[src/hdl/pinmux_pkg.sv]
package pinmux_pkg;

   // Bus widths
   localparam int DATA_W = 32;
   localparam int BE_W   = 4;                     // One enable per byte
   localparam int ADDR_W = 8;                     // Byte address

   // --------------------------------------------------
   // Word addresses, byte address bits 6:2
   // --------------------------------------------------
   localparam logic [4:0] ADR_CHIP_ID   = 5'd0;
   localparam logic [4:0] ADR_GLB_CTRL  = 5'd2;
   localparam logic [4:0] ADR_GPIO_IN   = 5'd4;   // Read only
   localparam logic [4:0] ADR_GPIO_OUT  = 5'd5;
   localparam logic [4:0] ADR_GPIO_DIR  = 5'd6;
   localparam logic [4:0] ADR_INT_STAT  = 5'd9;   // W1C
   localparam logic [4:0] ADR_INT_SET   = 5'd10;  // W1S, reads status
   localparam logic [4:0] ADR_INT_MASK  = 5'd11;
   localparam logic [4:0] ADR_POS_SEL   = 5'd12;
   localparam logic [4:0] ADR_NEG_SEL   = 5'd13;
   localparam logic [4:0] ADR_BIST_CTRL = 5'd28;
   localparam logic [4:0] ADR_SER_WR    = 5'd30;  // Scan chain write
   localparam logic [4:0] ADR_SER_RD    = 5'd31;  // Scan chain read

   // Manufacturer, core count, chip number, revision
   localparam logic [DATA_W-1:0] CHIP_ID      = {16'h4d43, 4'h1, 4'h2, 8'h01};
   localparam logic [DATA_W-1:0] GLB_CTRL_RST = '0;  // Every block held in reset

   // --------------------------------------------------
   // Bus and internal bundles
   // --------------------------------------------------
   typedef struct packed {
      logic              cs;                      // Level select, held until ack
      logic              wr;
      logic [ADDR_W-1:0] addr;
      logic [DATA_W-1:0] wdata;
      logic [BE_W-1:0]   be;
   } reg_req_t;

   typedef struct packed {
      logic [DATA_W-1:0] rdata;
      logic              ack;                     // Single cycle pulse
   } reg_rsp_t;

   typedef struct packed {
      logic glb;
      logic gpio_out;
      logic gpio_dir;
      logic int_clr;
      logic int_set;
      logic int_mask;
      logic pos_sel;
      logic neg_sel;
      logic bist_ctrl;
      logic ser_start;                            // Scan access start, read or write
   } reg_wen_t;

   typedef struct packed {
      logic [DATA_W-1:0] glb_ctrl;
      logic [DATA_W-1:0] gpio_out;
      logic [DATA_W-1:0] gpio_dir;
      logic [DATA_W-1:0] int_mask;
      logic [DATA_W-1:0] pos_sel;
      logic [DATA_W-1:0] neg_sel;
      logic [2:0]        bist_ctrl;               // load, run, en
   } cfg_regs_t;

   typedef struct packed {
      logic [1:0] cpu_core_rst_n;
      logic       cpu_intf_rst_n;
      logic       qspim_rst_n;
      logic       sspim_rst_n;
      logic       uart_rst_n;
      logic       i2cm_rst_n;
      logic       usb_rst_n;
   } rst_ctrl_t;

   typedef struct packed {
      logic [DATA_W-1:0] out_data;
      logic [DATA_W-1:0] dir_sel;
      logic [DATA_W-1:0] posedge_sel;
      logic [DATA_W-1:0] negedge_sel;
      logic [DATA_W-1:0] data_in;
   } gpio_cfg_t;

   typedef struct packed {
      logic en;
      logic run;
      logic load;
      logic sdi;
      logic shift;
   } bist_ctrl_t;

endpackage

[src/hdl/bist_ser_if.sv]
module bist_ser_if #(
   parameter int SHIFT_LEN = 32              // Bits per chain access
) (
   input  logic                          mclk,
   input  logic                          h_reset_n,
   input  logic                          start,
   input  logic                          dir,    // 1 = read
   input  logic [pinmux_pkg::DATA_W-1:0] wdata,
   input  logic                          sdo,
   output logic                          sdi,
   output logic                          shift,
   output logic [pinmux_pkg::DATA_W-1:0] dout,
   output logic                          done
);

   localparam int CNT_W = $clog2(SHIFT_LEN + 1);

   logic [pinmux_pkg::DATA_W-1:0] sreg;     // Shift register
   logic [CNT_W-1:0]              cnt;      // Shifts left
   logic                          rd_mode;  // Latched dir

   // --------------------------------------------------
   // Load on start, shift right while cnt is nonzero
   // --------------------------------------------------
   always_ff @(posedge mclk or negedge h_reset_n)
   begin
      if (!h_reset_n)
      begin
         sreg    <= '0;
         cnt     <= '0;
         rd_mode <= 1'b0;
         done    <= 1'b0;
      end
      else
      begin
         done <= shift & (cnt == CNT_W'(1));  // Pulse after last shift
         if (start)
         begin
            cnt     <= CNT_W'(SHIFT_LEN);
            rd_mode <= dir;
            if (!dir)
               sreg <= wdata;                  // Write data to scan out
         end
         else if (shift)
         begin
            cnt  <= cnt - 1'b1;
            sreg <= {sdo, sreg[pinmux_pkg::DATA_W-1:1]};  // Chain out enters MSB
         end
      end
   end

   assign shift = (cnt != '0);

   // A read loops the chain back on itself so its contents survive
   assign sdi  = rd_mode ? sdo : sreg[0];
   assign dout = sreg;  // Held until the next start

endmodule

[src/hdl/gpio_in_sync.sv]
module gpio_in_sync (
   input  logic                          mclk,
   input  logic                          h_reset_n,
   input  logic [pinmux_pkg::DATA_W-1:0] gpio_in_data,
   output logic [pinmux_pkg::DATA_W-1:0] gpio_prev_indata,
   output logic [pinmux_pkg::DATA_W-1:0] gpio_in_cap
);

   logic [pinmux_pkg::DATA_W-1:0] sync_s;   // Metastable stage
   logic [pinmux_pkg::DATA_W-1:0] sync_ss;  // Safe to use

   // Two flop sync, then one capture stage for edge compare
   always_ff @(posedge mclk or negedge h_reset_n)
   begin
      if (!h_reset_n)
      begin
         sync_s      <= '0;
         sync_ss     <= '0;
         gpio_in_cap <= '0;
      end
      else
      begin
         sync_s      <= gpio_in_data;
         sync_ss     <= sync_s;
         gpio_in_cap <= sync_ss;  // Third edge
      end
   end

   assign gpio_prev_indata = sync_ss;  // Second edge, one ahead of capture

endmodule

[src/hdl/gpio_int_status.sv]
module gpio_int_status (
   input  logic                          mclk,
   input  logic                          h_reset_n,
   input  pinmux_pkg::reg_wen_t          wen,
   input  logic [pinmux_pkg::DATA_W-1:0] wdata,
   input  logic [pinmux_pkg::BE_W-1:0]   be,
   input  logic [pinmux_pkg::DATA_W-1:0] gpio_int_event,
   input  logic [pinmux_pkg::DATA_W-1:0] int_mask,
   output logic [pinmux_pkg::DATA_W-1:0] int_status,
   output logic                          gpio_intr
);

   logic [pinmux_pkg::DATA_W-1:0] status_nxt;

   // --------------------------------------------------
   // Per byte update, then event posting
   // --------------------------------------------------
   always_comb
   begin
      for (int b = 0; b < pinmux_pkg::BE_W; b++)
      begin
         if (wen.int_clr && be[b])
            // Write one to clear
            status_nxt[b*8 +: 8] = int_status[b*8 +: 8] & ~wdata[b*8 +: 8];
         else if (wen.int_set && be[b])
            // Write one to set
            status_nxt[b*8 +: 8] = int_status[b*8 +: 8] | wdata[b*8 +: 8];
         else
            status_nxt[b*8 +: 8] = int_status[b*8 +: 8];  // Hold
         // Event beats a clear in the same cycle
         status_nxt[b*8 +: 8] = status_nxt[b*8 +: 8] | gpio_int_event[b*8 +: 8];
      end
   end

   always_ff @(posedge mclk or negedge h_reset_n)
   begin
      if (!h_reset_n)
         int_status <= '0;
      else
         int_status <= status_nxt;  // Updates every edge
   end

   // Combined interrupt to the CPU
   assign gpio_intr = |(int_status & int_mask);

endmodule

[src/hdl/pinmux_bus_ctrl.sv]
module pinmux_bus_ctrl (
   input  logic                          mclk,
   input  logic                          h_reset_n,
   input  pinmux_pkg::reg_req_t          req,
   input  pinmux_pkg::cfg_regs_t         cfg,
   input  logic [pinmux_pkg::DATA_W-1:0] int_status,
   input  logic [pinmux_pkg::DATA_W-1:0] gpio_in_cap,
   input  logic [pinmux_pkg::DATA_W-1:0] ser_dout,
   input  logic                          ser_done,
   output pinmux_pkg::reg_rsp_t          rsp,
   output pinmux_pkg::reg_wen_t          wen,
   output logic                          ser_dir
);

   logic [4:0]                    word_addr;
   logic                          req_q;       // Request seen, not yet acked
   logic                          req_d;
   logic                          req_pedge;
   logic                          wr_first;    // First cycle of a write
   logic                          ser_wr;
   logic                          ser_rd;
   logic                          ser_acc;
   logic                          ack_q;
   logic [pinmux_pkg::DATA_W-1:0] rdata_q;
   logic [pinmux_pkg::DATA_W-1:0] rd_mux;

   assign word_addr = req.addr[6:2];

   // --------------------------------------------------
   // Request edge detect
   // --------------------------------------------------
   always_ff @(posedge mclk or negedge h_reset_n)
   begin
      if (!h_reset_n)
      begin
         req_q <= 1'b0;
         req_d <= 1'b0;
      end
      else
      begin
         req_q <= req.cs & ~ack_q;  // Drops in the cycle after ack
         req_d <= req_q;
      end
   end

   assign req_pedge = req_q & ~req_d;          // One cycle after cs rises
   assign wr_first  = req.cs & req.wr & ~req_q;

   // Scan chain accesses wait for the shifter
   assign ser_wr  = req.cs & req.wr & (word_addr == pinmux_pkg::ADR_SER_WR);
   assign ser_rd  = req.cs & ~req.wr & (word_addr == pinmux_pkg::ADR_SER_RD);
   assign ser_acc = ser_wr | ser_rd;
   assign ser_dir = ser_rd;                    // High for a chain read

   // Write strobes
   always_comb
   begin
      wen           = '0;
      wen.glb       = wr_first & (word_addr == pinmux_pkg::ADR_GLB_CTRL);
      wen.gpio_out  = wr_first & (word_addr == pinmux_pkg::ADR_GPIO_OUT);
      wen.gpio_dir  = wr_first & (word_addr == pinmux_pkg::ADR_GPIO_DIR);
      wen.int_clr   = wr_first & (word_addr == pinmux_pkg::ADR_INT_STAT);
      wen.int_set   = wr_first & (word_addr == pinmux_pkg::ADR_INT_SET);
      wen.int_mask  = wr_first & (word_addr == pinmux_pkg::ADR_INT_MASK);
      wen.pos_sel   = wr_first & (word_addr == pinmux_pkg::ADR_POS_SEL);
      wen.neg_sel   = wr_first & (word_addr == pinmux_pkg::ADR_NEG_SEL);
      wen.bist_ctrl = wr_first & (word_addr == pinmux_pkg::ADR_BIST_CTRL);
      wen.ser_start = req_pedge & ser_acc;
   end

   // --------------------------------------------------
   // Read multiplexer, holes read zero
   // --------------------------------------------------
   always_comb
   begin
      case (word_addr)
         pinmux_pkg::ADR_CHIP_ID   : rd_mux = pinmux_pkg::CHIP_ID;
         pinmux_pkg::ADR_GLB_CTRL  : rd_mux = cfg.glb_ctrl;
         pinmux_pkg::ADR_GPIO_IN   : rd_mux = gpio_in_cap;
         pinmux_pkg::ADR_GPIO_OUT  : rd_mux = cfg.gpio_out;
         pinmux_pkg::ADR_GPIO_DIR  : rd_mux = cfg.gpio_dir;
         pinmux_pkg::ADR_INT_STAT,
         pinmux_pkg::ADR_INT_SET   : rd_mux = int_status;  // Set reg mirrors status
         pinmux_pkg::ADR_INT_MASK  : rd_mux = cfg.int_mask;
         pinmux_pkg::ADR_POS_SEL   : rd_mux = cfg.pos_sel;
         pinmux_pkg::ADR_NEG_SEL   : rd_mux = cfg.neg_sel;
         pinmux_pkg::ADR_BIST_CTRL : rd_mux = {29'd0, cfg.bist_ctrl};
         pinmux_pkg::ADR_SER_WR,
         pinmux_pkg::ADR_SER_RD    : rd_mux = ser_dout;    // Last shifted data
         default                   : rd_mux = '0;
      endcase
   end

   // Ack at once for plain regs, on ser_done for the chain
   always_ff @(posedge mclk or negedge h_reset_n)
   begin
      if (!h_reset_n)
         ack_q <= 1'b0;
      else if (ser_acc)
         ack_q <= ser_done;
      else
         ack_q <= req.cs & ~ack_q;
   end

   always_ff @(posedge mclk or negedge h_reset_n)
   begin
      if (!h_reset_n)
         rdata_q <= '0;
      else
         rdata_q <= rd_mux;  // Captured with ack
   end

   assign rsp.rdata = rdata_q;
   assign rsp.ack   = ack_q;

endmodule

[src/hdl/pinmux_cfg_bank.sv]
module pinmux_cfg_bank (
   input  logic                          mclk,
   input  logic                          h_reset_n,
   input  pinmux_pkg::reg_wen_t          wen,
   input  logic [pinmux_pkg::DATA_W-1:0] wdata,
   input  logic [pinmux_pkg::BE_W-1:0]   be,
   output pinmux_pkg::cfg_regs_t         cfg
);

   // Replace only the enabled bytes
   function automatic logic [pinmux_pkg::DATA_W-1:0] be_merge(
      input logic [pinmux_pkg::DATA_W-1:0] old_val,
      input logic [pinmux_pkg::DATA_W-1:0] new_val,
      input logic [pinmux_pkg::BE_W-1:0]   byte_en
   );
      logic [pinmux_pkg::DATA_W-1:0] res;
      res = old_val;
      for (int b = 0; b < pinmux_pkg::BE_W; b++)
      begin
         if (byte_en[b])
            res[b*8 +: 8] = new_val[b*8 +: 8];
      end
      return res;
   endfunction

   // --------------------------------------------------
   // Control registers
   // --------------------------------------------------
   always_ff @(posedge mclk or negedge h_reset_n)
   begin
      if (!h_reset_n)
      begin
         cfg.glb_ctrl  <= pinmux_pkg::GLB_CTRL_RST;  // Peripherals and CPU in reset
         cfg.gpio_out  <= '0;
         cfg.gpio_dir  <= '0;                        // All pins input
         cfg.int_mask  <= '0;
         cfg.pos_sel   <= '0;
         cfg.neg_sel   <= '0;
         cfg.bist_ctrl <= '0;
      end
      else
      begin
         if (wen.glb)      cfg.glb_ctrl <= be_merge(cfg.glb_ctrl, wdata, be);
         if (wen.gpio_out) cfg.gpio_out <= be_merge(cfg.gpio_out, wdata, be);
         if (wen.gpio_dir) cfg.gpio_dir <= be_merge(cfg.gpio_dir, wdata, be);
         if (wen.int_mask) cfg.int_mask <= be_merge(cfg.int_mask, wdata, be);
         if (wen.pos_sel)  cfg.pos_sel  <= be_merge(cfg.pos_sel, wdata, be);
         if (wen.neg_sel)  cfg.neg_sel  <= be_merge(cfg.neg_sel, wdata, be);
         // BIST control lives in byte 0 only
         if (wen.bist_ctrl && be[0])
            cfg.bist_ctrl <= wdata[2:0];
      end
   end

endmodule

[src/hdl/pinmux_reg.sv]
module pinmux_reg #(
   parameter int SHIFT_LEN = 32
) (
   input  logic                          mclk,
   input  logic                          h_reset_n,
   input  pinmux_pkg::reg_req_t          req,
   output pinmux_pkg::reg_rsp_t          rsp,
   input  logic [pinmux_pkg::DATA_W-1:0] gpio_in_data,
   input  logic [pinmux_pkg::DATA_W-1:0] gpio_int_event,
   input  logic                          bist_sdo,
   output pinmux_pkg::rst_ctrl_t         rst_ctrl,
   output pinmux_pkg::gpio_cfg_t         gpio_cfg,
   output logic [pinmux_pkg::DATA_W-1:0] gpio_prev_indata,
   output pinmux_pkg::bist_ctrl_t        bist_ctrl,
   output logic                          gpio_intr
);

   pinmux_pkg::reg_wen_t          wen;
   pinmux_pkg::cfg_regs_t         cfg;
   logic [pinmux_pkg::DATA_W-1:0] int_status;
   logic [pinmux_pkg::DATA_W-1:0] gpio_in_cap;
   logic [pinmux_pkg::DATA_W-1:0] ser_dout;
   logic                          ser_done;
   logic                          ser_dir;

   // --------------------------------------------------
   // Bus decode and read back
   // --------------------------------------------------
   pinmux_bus_ctrl i_bus_ctrl (
      .mclk        (mclk),
      .h_reset_n   (h_reset_n),
      .req         (req),
      .cfg         (cfg),
      .int_status  (int_status),
      .gpio_in_cap (gpio_in_cap),
      .ser_dout    (ser_dout),
      .ser_done    (ser_done),
      .rsp         (rsp),
      .wen         (wen),
      .ser_dir     (ser_dir)
   );

   pinmux_cfg_bank i_cfg_bank (
      .mclk      (mclk),
      .h_reset_n (h_reset_n),
      .wen       (wen),
      .wdata     (req.wdata),
      .be        (req.be),
      .cfg       (cfg)
   );

   gpio_in_sync i_gpio_in_sync (
      .mclk             (mclk),
      .h_reset_n        (h_reset_n),
      .gpio_in_data     (gpio_in_data),
      .gpio_prev_indata (gpio_prev_indata),
      .gpio_in_cap      (gpio_in_cap)
   );

   gpio_int_status i_gpio_int_status (
      .mclk           (mclk),
      .h_reset_n      (h_reset_n),
      .wen            (wen),
      .wdata          (req.wdata),
      .be             (req.be),
      .gpio_int_event (gpio_int_event),
      .int_mask       (cfg.int_mask),
      .int_status     (int_status),
      .gpio_intr      (gpio_intr)
   );

   bist_ser_if #(
      .SHIFT_LEN (SHIFT_LEN)
   ) i_bist_ser_if (
      .mclk      (mclk),
      .h_reset_n (h_reset_n),
      .start     (wen.ser_start),
      .dir       (ser_dir),
      .wdata     (req.wdata),
      .sdo       (bist_sdo),
      .sdi       (bist_ctrl.sdi),
      .shift     (bist_ctrl.shift),
      .dout      (ser_dout),
      .done      (ser_done)
   );

   // --------------------------------------------------
   // Global control bit map
   // --------------------------------------------------
   assign rst_ctrl.cpu_intf_rst_n = cfg.glb_ctrl[0];
   assign rst_ctrl.qspim_rst_n    = cfg.glb_ctrl[1];
   assign rst_ctrl.sspim_rst_n    = cfg.glb_ctrl[2];
   assign rst_ctrl.uart_rst_n     = cfg.glb_ctrl[3];
   assign rst_ctrl.i2cm_rst_n     = cfg.glb_ctrl[4];
   assign rst_ctrl.usb_rst_n      = cfg.glb_ctrl[5];
   assign rst_ctrl.cpu_core_rst_n = cfg.glb_ctrl[9:8];  // One per core

   // GPIO config to the pad block
   assign gpio_cfg.out_data    = cfg.gpio_out;
   assign gpio_cfg.dir_sel     = cfg.gpio_dir;
   assign gpio_cfg.posedge_sel = cfg.pos_sel;
   assign gpio_cfg.negedge_sel = cfg.neg_sel;
   assign gpio_cfg.data_in     = gpio_in_cap;  // Same as the read value

   assign bist_ctrl.en   = cfg.bist_ctrl[0];
   assign bist_ctrl.run  = cfg.bist_ctrl[1];
   assign bist_ctrl.load = cfg.bist_ctrl[2];

endmodule

[config.mk]
export PLATFORM = sky130hd
export DESIGN_NAME = pinmux_reg
export DESIGN_NICKNAME = d
export VERILOG_FILES = /design/src/hdl/pinmux_pkg.sv /design/src/hdl/bist_ser_if.sv /design/src/hdl/gpio_in_sync.sv /design/src/hdl/gpio_int_status.sv /design/src/hdl/pinmux_bus_ctrl.sv /design/src/hdl/pinmux_cfg_bank.sv /design/src/hdl/pinmux_reg.sv
export SDC_FILE = /design/constraint.sdc
export NUM_CORES = 1
export LEC_CHECK = 0
export BUFFER_PORTS_ARGS = -buffer_cell sky130_fd_sc_hd__buf_2
export CAP_MARGIN = 5
export CORE_AREA = 3 3 223 225
export CTS_CLUSTER_DIAMETER = 40
export DETAILED_ROUTE_END_ITERATION = 8
export DIE_AREA = 0 0 226 228
export GPL_TIMING_DRIVEN = 1
export SYNTH_ARGS = -nofsm -noshare
export SYNTH_HDL_FRONTEND = slang
export SYNTH_HIERARCHICAL = 1
export SYNTH_SLANG_ARGS = --single-unit
[constraint.sdc]
create_clock -name mclk -period 2.9 [get_ports mclk]
set_input_delay 0.145 -clock mclk [delete_from_list [all_inputs] [get_ports mclk]]
set_output_delay 0.145 -clock mclk [all_outputs]
set_load 0.005 [all_outputs]
==> run_results.csv, run 1 <==
group,metric,value,unit
synthesis,synth_area_per_inst,13.47,um^2
floorplanning,die_width,226,um
setup_path,critical_path.reg2reg.startpoint,"i_bist_ser_if/cnt[0]",
setup_path,critical_path_start,"i_bist_ser_if/cnt[0]",
pwr,total_leakage_power,0.01085,uW
route,detail_route.wirelength,61220,um
route,vias,13461,
route,detail_route.iter0.violations,1201,
route,antenna_left,0,
grt,number_of_antenna_violations_at_the_first_check_in_global_routing,1,
setup_path,timing.critical_path.cells,"inv_1 -> ha_1 -> nor2b_2 -> buf_4 -> nand2_1 -> buf_2",
setup_path,critical-path-max-stage-delay,0.48,ns
timing,finalSetupViolCount,0,
clock_network,cts_inserted_buffers,72,
floorplanning,die_area,51530,um^2
floorplanning,initial_core_util,35.15,%
placement,gpl.final_weighted_congestion,0.8580,
route,detail_route.wl_per_cell,25.21,um
placement,place.port_buffers,348,
setup_path,worst_ep_arrival_time,2.49,ns
route,drt_pre_antenna_iters,8,
clock_network,clock_sinks,398,
setup_path,timing.critical_path.to,"bist_ctrl[0]",
synthesis,main_area_contributors_after_synthesis,"sky130_fd_sc_hd__dfrtp_1 (59%), sky130_fd_sc_hd__mux2_2 (14%), sky130_fd_sc_hd__a31oi_1 (3.6%)",
timing,setup_ws,0.2631,ns
grt,number_of_global_route_vias_before_repair,13967,
synthesis,yosysUniqueCellTypes,55,
min_path,holdCritPathClass,"input pin to flop",
clock_network,cts_root_buffer,"sky130_fd_sc_hd__clkbuf_16",
clock_network,clock_tree_from_tritoncts,"yes",
grt,grt_util_met1,30.71,%
timing,final_max_slew_viol_count,0,
timing,final_count_of_hold_timing_violations,0,
timing,fmax,379.2,MHz
setup_path,required,2.76,ns
synthesis,postSynth.topFlopCell,"sky130_fd_sc_hd__dfrtp_1",
pwr,vdd_ir_drop_max,367.4,uV
grt,globalRouteMet2Util,37.66,%
synthesis,yosys.area.top_type,"sky130_fd_sc_hd__dfrtp_1",
setup_path,timing.reg2reg.setup_slack,0.27,ns
clock_network,worst_case_clock_buffer_depth,3,
run,drv_cap,0,
setup_path,cpLargestDelayFamily,"buffers and inverters",
setup_path,end_kind,"output port",
timing,final_period_minus_worst_setup_slack,2.637,ns
floorplanning,die_h,228,um
floorplanning,design.core.area,47750,um^2
setup_path,ff2ff_path_depth,6,
synthesis,syn-instance-count,1246,
synthesis,synth_nets,1362,
setup_path,crit_path_slowest_cell,"sky130_fd_sc_hd__nor2b_2",
setup_path,cp.buffers_inverters,3,
synthesis,count_of_flip_flops_with_a_built_in_enable_after_synthesis,0,
grt,globalRoute.totalOverflow,0,
pwr,cellPowerDensity,758.1,nW/um^2
placement,place_area,19270,um^2
synthesis,seq_area_frac_synth,59.34,%
finish,final_nets,1871,
setup_path,path_depth,6,
grt,grt_pass1_wl,90890,um
setup_path,r2r_path_end,"i_bist_ser_if/dout[31]",
synthesis,postSynthRegisterBits,398,
setup_path,critPathLaunchType,"flop",
synthesis,netlist.area_leader.share,59.34,%
synthesis,synth-async-reset-ratio,100.0,%
placement,dp.final_hpwl,41730,um
timing,clock-skew-final,0.02642,ns
grt,grt_start_max_net_pins,79,
grt,gr-max-usage-layer,"met2",
clock_network,clock_tree.htree_level_count,3,
route,drt_drc_violations_left,0,
grt,globalRouteTotalUtil,23.56,%
route,via_per_inst,5.544,
floorplanning,top_level_ports,352,
timing,finalCritPeriodShare,90.93,%
synthesis,syn_area,16780,um^2
floorplanning,rows,80,
timing,timing.max_slew.rel_slack,37.04,%
timing,rsz0062_at_grt,"no",
finish,final_layout_size_suffix_gt1_share,45.53,%
run_status,outcome,"complete, no violations",
synthesis,synthesis.yosys.warnings,6,
clock_network,worstSkewPairLatency,0.59,ns
placement,post-place-ws,0.3762,ns
timing,finalSetupTns,0,ns
setup_path,worst-setup-path-type,"flop to output port",
timing,tightest_slew,0.9445,ns
finish,layout-area-overhead-vs-synth,36.96,%
clock_network,worst_setup_hold_path_clk_slew,0.05,ns
grt,use_met3,5.901,%
setup_path,crit_path_max_fanout,10,
finish,core_util_final,48.14,%
finish,stdcell_area,22990,um^2
[placed cells by master, fill, tap and decap left out, drive strengths merged, types with 3 or more instances in the layout]
cell and instances:
buf 399, dfrtp 398, mux2 210, dlygate4sd3 119, a31oi 96, clkbuf 86
a22oi 75, mux2i 50, nand3 37, o21ai 34, or2 32, nand2 31
nor2 30, a21oi 23, a32o 23, a222oi 23, a221oi 23, inv 17
clkinv 15, clkinvlp 12, nand2b 10, bufinv 8, nor3 7, nor2b 6
nor4 5, nand4 5, and2 5, a211oi 4, o31ai 3, ha 3
and3b 3, nor3b 3
[what timing repair did]
| item | 4_1_cts | 5_1_grt |
|---|---|---|
| resized for setup | 0 | 0 |
| hold buffers | 119 | 0 |
| buffers inserted | 0 | 2 |
| endpoints found under the hold margin | 356 | 0 |
| setup endpoints to repair | 0 | 14 |
[kinds of logic after synthesis]
group	after synthesis	synth area share [%]
AO/OA/AOI/OAI	305	13.60
XOR/XNOR	2	0.1044
adder cells (fa/ha/maj)	3	0.2237
buffers and inverters	90	3.131
flip-flops	398	59.34
multiplexers	260	17.07
AND/OR/NAND/NOR	188	6.531
[layout make-up]
cell class                 instances  area (um^2)
inverter                           7        26.28
antenna                            1        2.502
sequential                       398         9960
timing repair buffer             518         3388
clock inverter                    45        521.8
multi-input combinational        758         6331
tap                              615        769.5
fill                            4187        24760
clock buffer                      86         1988
[synth_stat cells (24+ instances only)]
cell                      number
sky130_fd_sc_hd__mux2_2      210
sky130_fd_sc_hd__a31oi_1      96
sky130_fd_sc_hd__buf_2        40
sky130_fd_sc_hd__mux2i_1      50
sky130_fd_sc_hd__or2_2        28
sky130_fd_sc_hd__nand2_2      24
sky130_fd_sc_hd__a22oi_1      73
sky130_fd_sc_hd__dfrtp_1     398
sky130_fd_sc_hd__nand3_1      37
sky130_fd_sc_hd__nor2_1       30
[per-layer routing]
| layer | routed length (um) | up-vias | part of all wire [%] |
|---|---|---|---|
| met4 | 2110 | 0 | 3.4 |
| li1 | - | 5827 | - |
| met2 | 29050 | 574 | 47 |
| met5 | 0 | - | 0 |
| met3 | 4719 | 119 | 7.7 |
| met1 | 25340 | 6941 | 41 |
[worst min path at each step]
stage | endpoint | cells past startpoint | start | slack [ns]
after floorplan | i_bist_ser_if/cnt[0] | 0 | h_reset_n | -0.15
after global placement | i_cfg_bank/cfg[22] | 1 | h_reset_n | 0.18
after detailed placement | i_cfg_bank/cfg[22] | 1 | h_reset_n | 0.19
after CTS | i_bus_ctrl/ack_q | 4 | req[44] | 0.02
after global routing | i_bus_ctrl/ack_q | 4 | req[44] | 0.08
final | i_bus_ctrl/ack_q | 4 | req[44] | 0.06
[registers in the layout, indices dropped and copies added, names as in the netlist]
name	flops
i_bist_ser_if/rd_mode	1
i_bus_ctrl/rdata_q	32
i_bus_ctrl/ack_q	1
i_bist_ser_if/cnt	6
i_cfg_bank/cfg	195
i_gpio_in_sync/sync_s	32
i_gpio_in_sync/gpio_prev_indata	32
i_bist_ser_if/done	1
i_gpio_int_status/int_status	32
i_gpio_in_sync/gpio_in_cap	32
i_bus_ctrl/req_q	1
i_bus_ctrl/req_d	1
i_bist_ser_if/dout	32
[stage by stage]
stage / std cells / hold slack [ns] / total power (uW)
finish: 2428 / 0.06217 / 17430
global placement: 2175 / 0.1769 / 8660
floorplan: 1246 / -0.1506 / 7832
detailed placement: 2175 / 0.1862 / 8731
global route: 2428 / 0.07821 / 18110
CTS: 2425 / 0.02408 / 17580
[tightest hold or removal path, delay by kind of cell]
kind,cells,cell delay (ns)
buf+inv,1,0.11
simple gates,1,0.12
mux,1,0.15
xor+xnor,1,0.08
[where the power goes]
group,switching [uW],internal (uW),total [uW],leakage (uW)
Combinational,1220,925,2140,0.00463
Sequential,530,6110,6640,0.00502
Clock,3000,5650,8640,0.00120
(Power assumes the default switching activity.)
==> inputs of run 2 (changes only) <==
==> constraint.sdc (replaced) <==
create_clock -name mclk -period 2.9 [get_ports mclk]
set_input_delay 0 -clock mclk [delete_from_list [all_inputs] [get_ports mclk]]
set_output_delay 0 -clock mclk [all_outputs]
set_load 0.005 [all_outputs]
==> run 2 against run 1 <==
  * Clock skew rose by 0.0013 ns
  * Clock power is 4.2% lower
  * Combinational power barely moved
  * Worst hold slack worse by 0.045 ns
  * Via count is 0.30% higher
  * Non-clock buffer count up 17
  * First-iteration DRC count fell by 5.7%
  * Sequential cell count is the same
  * Critical path depth increased by 5
  * Setup slack worse by 0.19 ns
  * Critical path type is now input pin to flop
==> run_results.csv, run 2 (synthesis results as in run 1) <==
group,metric,value,unit
run_status,outcome,"complete, no violations",
floorplanning,die_h,228,um
route,detail_route.wirelength,61340,um
grt,number_of_global_route_vias_before_repair,14200,
placement,gpl.final_weighted_congestion,0.8476,
floorplanning,initial_core_util,35.15,%
route,drt_pre_antenna_iters,5,
placement,place.detailed.instances,2174,
finish,register_name_with_the_most_flops,"i_cfg_bank/cfg",
setup_path,worst_ep_arrival_time,3.36,ns
setup_path,r2r_path_end,"i_gpio_int_status/int_status[0]",
placement,place.port_buffers,348,
clock_network,post_cts_resize_count,0,
pwr,clockPowerShare,48.4,%
timing,finalSetupViolCount,0,
timing,finalSetupTns,0,ns
timing,final_period_minus_worst_setup_slack,2.825,ns
floorplanning,top_level_ports,352,
floorplanning,rows,80,
finish,final_nets,1885,
timing,final_count_of_hold_timing_violations,0,
grt,number_of_antenna_violations_at_the_first_check_in_global_routing,0,
clock_network,clock_sinks,398,
timing,fmax,354.0,MHz
route,vias,13502,
setup_path,timing.reg2reg.setup_slack,0.19,ns
grt,grt_start_max_net_pins,85,
finish,final_layout_size_suffix_gt1_share,44.88,%
timing,timing.max_slew.rel_slack,32.71,%
clock_network,worst_case_clock_buffer_depth,3,
finish,final_common_cell,"sky130_fd_sc_hd__dfrtp_1",
finish,stdcell_area,23050,um^2
placement,place_area,19290,um^2
grt,globalRouteTotalUtil,23.83,%
clock_network,clock_tree_from_tritoncts,"yes",
route,detail_route.iter0.violations,1133,
finish,num_antenna_cells,0,
setup_path,cpLargestDelayFamily,"buffers and inverters",
finish,final_cell_mix,"sky130_fd_sc_hd__dfrtp_1 (398), sky130_fd_sc_hd__buf_2 (347), sky130_fd_sc_hd__mux2_2 (210)",
finish,largest_register_ff_count,195,
finish,layout-area-overhead-vs-synth,37.36,%
clock_network,worstSkewPairLatency,0.60,ns
timing,clock-skew-final,0.02772,ns
floorplanning,design.core.area,47750,um^2
setup_path,critical_path.reg2reg.startpoint,"i_bus_ctrl/req_q",
route,detail_route.wl_per_cell,25.14,um
clock_network,clock_tree.htree_level_count,3,
pwr,cellPowerDensity,741.2,nW/um^2
finish,final-instance-count-excl-fill,2440,
setup_path,timing.critical_path.cells,"dlygate4sd3_1 -> buf_2 -> nor2b_2 -> buf_4 -> nand3_1 -> nor2_4 -> buf_12 -> a31oi_1 -> a31oi_1 -> or2_2 -> dlygate4sd3_1",
pwr,vdd_ir_drop_max,438.0,uV
min_path,holdCritPathClass,"input pin to async pin",
pwr,net-switching-power,4724,uW
setup_path,cp.buffers_inverters,5,
setup_path,crit_path_max_fanout,21,
setup_path,critPathLaunchType,"input pin",
pwr,p_int,12360,uW
setup_path,crit_path_slowest_cell,"sky130_fd_sc_hd__dlygate4sd3_1",
pwr,sw_ratio,27.65,%
finish,core_util_final,48.29,%
setup_path,critical-path-max-stage-delay,0.56,ns
timing,finalCritPeriodShare,97.42,%
placement,dp.final_hpwl,41740,um
setup_path,required,3.44,ns
run,drv_cap,0,
grt,grt_pass1_wl,92270,um
timing,final_max_slew_viol_count,0,
grt,globalRoute.totalOverflow,0,
route,drt_drc_violations_left,0,
setup_path,worst-setup-path-type,"input pin to flop",
setup_path,ff2ff_path_depth,8,
floorplanning,die_width,226,um
timing,tightest_slew,1.009,ns
floorplanning,die_area,51530,um^2
setup_path,end_kind,"flop",
clock_network,worst_setup_hold_path_clk_slew,0.06,ns
timing,rsz0062_at_grt,"no",
clock_network,cts_root_buffer,"sky130_fd_sc_hd__clkbuf_16",
route,antenna_left,0,
pwr,total_leakage_power,0.01085,uW
route,via_per_inst,5.534,
clock_network,cts_inserted_buffers,69,
pwr,seqPwrFrac,38.9,%
pwr,share_comb_of_total_power,12.7,%
[run 2: cell count changes in the layout (fill, tap and decap cells not counted), sizes merged]
cell	delta
inv	+5
bufinv	-2
clkinv	-2
diode	-1
dlygate4sd3	+16
clkinvlp	-5
buf	+1
[run 2: per-layer routing]
layer,wire [um],up-vias,global-route usage (%)
met5,0,-,0
met3,4637,103,5.850
met1,25410,6956,31.26
li1,-,5864,-
met4,1692,0,8.183
met2,29590,579,38.60
[run 2: power by group through the flow]
stage	logic [uW]	clock network [uW]	registers, uW
3_5_place_dp	2030	0	6710
4_1_cts	2160	8430	6620
5_1_grt	2350	8740	6700
2_1_floorplan	1250	0	6580
6_report	2170	8280	6650
3_3_place_gp	1990	0	6680
[run 2: metrics by stage]
step | setup WS, ns | total power, uW | hold slack, ns
floorplan | 0.9560 | 7832 | -0.2956
global route | 0.08495 | 17790 | 0.02796
CTS | 0.1799 | 17210 | 0.001384
detailed placement | 0.4916 | 8735 | 0.06967
finish | 0.07496 | 17090 | 0.01676
global placement | 0.4910 | 8666 | 0.06158
[run 2: area by class of cell]
cell class | instances | area [um^2]
timing repair buffer | 535 | 3581
clock inverter | 41 | 462.9
inverter | 7 | 26.28
multi-input combinational | 758 | 6331
fill | 4233 | 24690
tap | 615 | 769.5
sequential | 398 | 9960
clock buffer | 86 | 1924
[run 2: how the worst max path moves through the flow]
stage | endpoint | cells past startpoint | startpoint | slack (ns)
after floorplan | i_cfg_bank/cfg[35] | 4 | i_bus_ctrl/req_q | 0.96
after global placement | i_cfg_bank/cfg[58] | 5 | i_bus_ctrl/req_q | 0.49
after detailed placement | i_cfg_bank/cfg[25] | 4 | i_bus_ctrl/req_q | 0.49
after CTS | i_gpio_int_status/int_status[23] | 6 | i_bus_ctrl/req_q | 0.18
after global routing | i_bist_ser_if/dout[31] | 7 | i_bist_ser_if/cnt[0] | 0.08
final | i_gpio_int_status/int_status[0] | 11 | req[39] | 0.07
[run 2: timing repair]
item / 4_1_cts / 5_1_grt
buffers inserted: 0 / 4
hold endpoints to repair: 579 / 0
hold buffers: 135 / 0
endpoints found under the setup margin: 0 / 10
==> inputs of run 3 (changes only) <==
- ABC_AREA: unset -> 1
- CAP_MARGIN: 5 -> unset
- CORE_AREA: 3 3 223 225 -> 3 3 231 233
- DIE_AREA: 0 0 226 228 -> 0 0 234 236
- PLACE_DENSITY_LB_ADDON: unset -> 0.3
==> run 3 against run 2 <==
  * Sequential share of layout area is 2.4 points lower
  * Clock skew is 0.0033 ns lower
  * Die area is 7.2% higher
  * Setup slack better by 0.11 ns
  * Core utilization is 0.81 points lower
  * Non-clock buffer count is 8 higher
  * Sequential power is 1% lower
  * Synthesized area is 6.8% higher
  * Register-to-register slack hardly changed
  * Critical path type is now flop to flop
  * Largest cell class unchanged
  * Highest routed layer is now met5
==> run_results.csv, run 3 <==
group,metric,value,unit
run_status,outcome,"complete, no violations",
clock_network,hold_bufs_inserted_after_cts,143,
setup_path,crit_path_max_fanout,9,
finish,final_layout_size_suffix_gt1_share,20.08,%
grt,grt_start_max_net_pins,99,
synthesis,netlist_top_cells_count,"sky130_fd_sc_hd__nand2_1 (862), sky130_fd_sc_hd__dfrtp_1 (398), sky130_fd_sc_hd__nand3_1 (301)",
route,detail_route.iter0.violations,1618,
synthesis,yosys.area.top_type,"sky130_fd_sc_hd__dfrtp_1",
clock_network,worstSkewPairLatency,0.61,ns
grt,globalRouteMet2Util,40.43,%
timing,final_count_of_hold_timing_violations,0,
synthesis,post-synth-top-count-cell,"sky130_fd_sc_hd__nand2_1",
finish,final_cell_mix,"sky130_fd_sc_hd__nand2_1 (862), sky130_fd_sc_hd__dfrtp_1 (398), sky130_fd_sc_hd__buf_2 (346)",
setup_path,crit_path_slowest_cell,"sky130_fd_sc_hd__dlygate4sd3_1",
clock_network,worst_case_clock_buffer_depth,3,
grt,grt_util_met1,34.20,%
route,detail_route.wl_per_cell,20.85,um
clock_network,clock_tree_from_tritoncts,"yes",
setup_path,timing.critical_path.cells,"nand3b_1 -> nor3_1 -> buf_4 -> nand2_1 -> o22ai_1 -> nand2_1 -> dlygate4sd3_1",
finish,core_util_final,47.47,%
grt,gr-max-usage-layer,"met2",
setup_path,r2r_path_end,"i_gpio_int_status/int_status[17]",
timing,final_period_minus_worst_setup_slack,2.715,ns
synthesis,count_of_flip_flops_with_a_built_in_enable_after_synthesis,0,
clock_network,post_cts_resize_count,0,
setup_path,critical_path.reg2reg.startpoint,"i_bus_ctrl/req_q",
timing,fmax,368.3,MHz
synthesis,main_area_contributors_after_synthesis,"sky130_fd_sc_hd__dfrtp_1 (56%), sky130_fd_sc_hd__nand2_1 (18%), sky130_fd_sc_hd__nand3_1 (8.4%)",
setup_path,cpLargestDelayFamily,"simple AND/OR/NAND/NOR gates",
clock_network,clock_sinks,398,
floorplanning,rows,83,
min_path,holdCritPathClass,"input pin to async pin",
timing,rsz0062_at_grt,"no",
route,vias,17830,
timing,setup_ws,0.1846,ns
setup_path,critical-path-max-stage-delay,0.57,ns
setup_path,ff2ff_path_depth,7,
placement,post-place-ws,0.5266,ns
pwr,vdd_ir_drop_max,443.6,uV
grt,use_met3,5.761,%
synthesis,postSynthRegisterBits,398,
synthesis,yosysUniqueCellTypes,33,
finish,final_nets,2823,
setup_path,cp.buffers_inverters,2,
setup_path,end_kind,"flop",
route,via_per_inst,5.174,
clock_network,clock_tree.htree_level_count,3,
synthesis,syn-instance-count,2213,
setup_path,path_common_cell,"sky130_fd_sc_hd__nand2_1",
grt,grt_pass1_wl,107500,um
placement,gpl.final_weighted_congestion,0.8955,
grt,globalRouteTotalUtil,25.62,%
finish,multi_input_combinational_cell_area,6894,um^2
timing,finalSetupViolCount,0,
floorplanning,die_h,236,um
route,drt_pre_antenna_iters,5,
timing,clock-skew-final,0.02444,ns
run,drv_cap,0,
floorplanning,top_level_ports,352,
timing,finalCritPeriodShare,93.63,%
timing,final_max_slew_viol_count,0,
synthesis,netlist.area_leader.share,55.54,%
clock_network,worst_setup_hold_path_clk_slew,0.06,ns
clock_network,cts_root_buffer,"sky130_fd_sc_hd__clkbuf_16",
setup_path,required,3.38,ns
finish,combined_flip_flop_and_latch_cell_area,9960,um^2
timing,tightest_slew,0.9107,ns
floorplanning,die_width,234,um
finish,final_common_cell,"sky130_fd_sc_hd__nand2_1",
synthesis,syn_area,17930,um^2
synthesis,synth_nets,2329,
pwr,cellPowerDensity,700.6,nW/um^2
finish,largest_register_ff_count,195,
finish,filler_cell_count,4964,
synthesis,seq_area_frac_synth,55.54,%
route,drt_drc_violations_left,0,
placement,place.port_buffers,348,
setup_path,worst_ep_arrival_time,3.19,ns
clock_network,post_cts_buffers,0,
floorplanning,initial_core_util,34.88,%
grt,globalRoute.totalOverflow,0,
setup_path,timing.reg2reg.setup_slack,0.18,ns
placement,dp.final_hpwl,48580,um
floorplanning,die_area,55220,um^2
pwr,total_leakage_power,0.01315,uW
finish,layout-area-overhead-vs-synth,36.10,%
grt,number_of_global_route_vias_before_repair,17433,
floorplanning,design.core.area,51410,um^2
timing,finalSetupTns,0,ns
clock_network,cts_inserted_buffers,70,
setup_path,worst-setup-path-type,"flop to flop",
grt,number_of_antenna_violations_at_the_first_check_in_global_routing,3,
synthesis,synthesis.yosys.warnings,6,
timing,whs,0.03277,ns
route,detail_route.wirelength,71860,um
setup_path,critPathLaunchType,"flop",
synthesis,synth-async-reset-ratio,100.0,%
synthesis,synth_area_per_inst,8.103,um^2
timing,timing.max_slew.rel_slack,39.29,%
finish,register_name_with_the_most_flops,"i_cfg_bank/cfg",
route,antenna_left,0,
synthesis,postSynth.topFlopCell,"sky130_fd_sc_hd__dfrtp_1",
run 3: cell types whose count changed in the layout (fill, tap and decap cells not counted), moves of 50 or more:
cell | previous run | this run
sky130_fd_sc_hd__nand3_1 | 37 | 301
sky130_fd_sc_hd__a22oi_1 | 73 | 0
sky130_fd_sc_hd__nand4_1 | 5 | 126
sky130_fd_sc_hd__nand2_1 | 7 | 862
sky130_fd_sc_hd__a31oi_1 | 96 | 0
sky130_fd_sc_hd__nor2_1 | 29 | 167
sky130_fd_sc_hd__inv_1 | 7 | 131
sky130_fd_sc_hd__mux2i_1 | 50 | 0
sky130_fd_sc_hd__mux2_2 | 210 | 0
run 3: worst max path at each step:
stage,startpoint,endpoint,slack (ns),cells after the start
floorplan,req[39],i_bist_ser_if/dout[31],1.24,14
global placement,i_bus_ctrl/req_q,i_cfg_bank/cfg[57],0.52,5
detailed placement,req[39],i_bist_ser_if/dout[19],0.53,13
CTS,i_bus_ctrl/req_q,i_gpio_int_status/int_status[21],0.24,7
global route,i_bus_ctrl/req_q,i_gpio_int_status/int_status[15],0.02,7
finish,i_bus_ctrl/req_q,i_gpio_int_status/int_status[17],0.18,7
run 3: cell type report:
| cell class | count | share of cell area [%] |
|---|---|---|
| timing repair buffer | 543 | 15.22 |
| clock inverter | 39 | 1.882 |
| sequential | 398 | 40.81 |
| clock buffer | 90 | 8.244 |
| tap | 680 | 3.486 |
| inverter | 135 | 2.087 |
| multi-input combinational | 1559 | 28.25 |
| antenna | 2 | 0.02051 |
run 3: kinds of logic (layout without fill, tap and decap cells):
family	after synthesis	in the layout	synth area share, %
and+or+nand+nor	1491	1491	35.64
DFF	398	398	55.54
buffers and inverters	256	807	6.364
AOI/OAI and AO/OA	63	63	2.142
adders and majority gates	3	3	0.2094
xor gates and xnor gates	2	2	0.09771
other	0	2	0
run 3: layer usage:
layer / share of wire (%) / vias up
li1: - / 8190
met1: 42 / 8670
met2: 47 / 843
met3: 8.1 / 125
met4: 3.3 / 2
met5: 0.019 / -
run 3: worst register-to-register path, delay by kind of cell (launching register included):
kind / cells / cell delay [ns]
buffers and inverters: 2 / 0.79
AOI/OAI and AO/OA: 1 / 0.29
DFF: 1 / 0.39
and+or+nand+nor: 4 / 1.13
run 3: through the flow:
step | cells | power [uW] | area, um^2
2_1_floorplan | 2213 | 7524 | 17930
3_3_place_gp | 3172 | 8462 | 20500
3_5_place_dp | 3172 | 8506 | 20500
4_1_cts | 3444 | 17240 | 24400
5_1_grt | 3444 | 17800 | 24400
6_report | 3446 | 17100 | 24400
run 3: where the power goes:
| group | internal (uW) | switching, uW | leakage (uW) |
|---|---|---|---|
| sequential | 6100 | 459 | 0.00503 |
| combinational | 733 | 1260 | 0.00690 |
| clock | 5520 | 3040 | 0.00121 |
| total | 12300 | 4750 | 0.0131 |
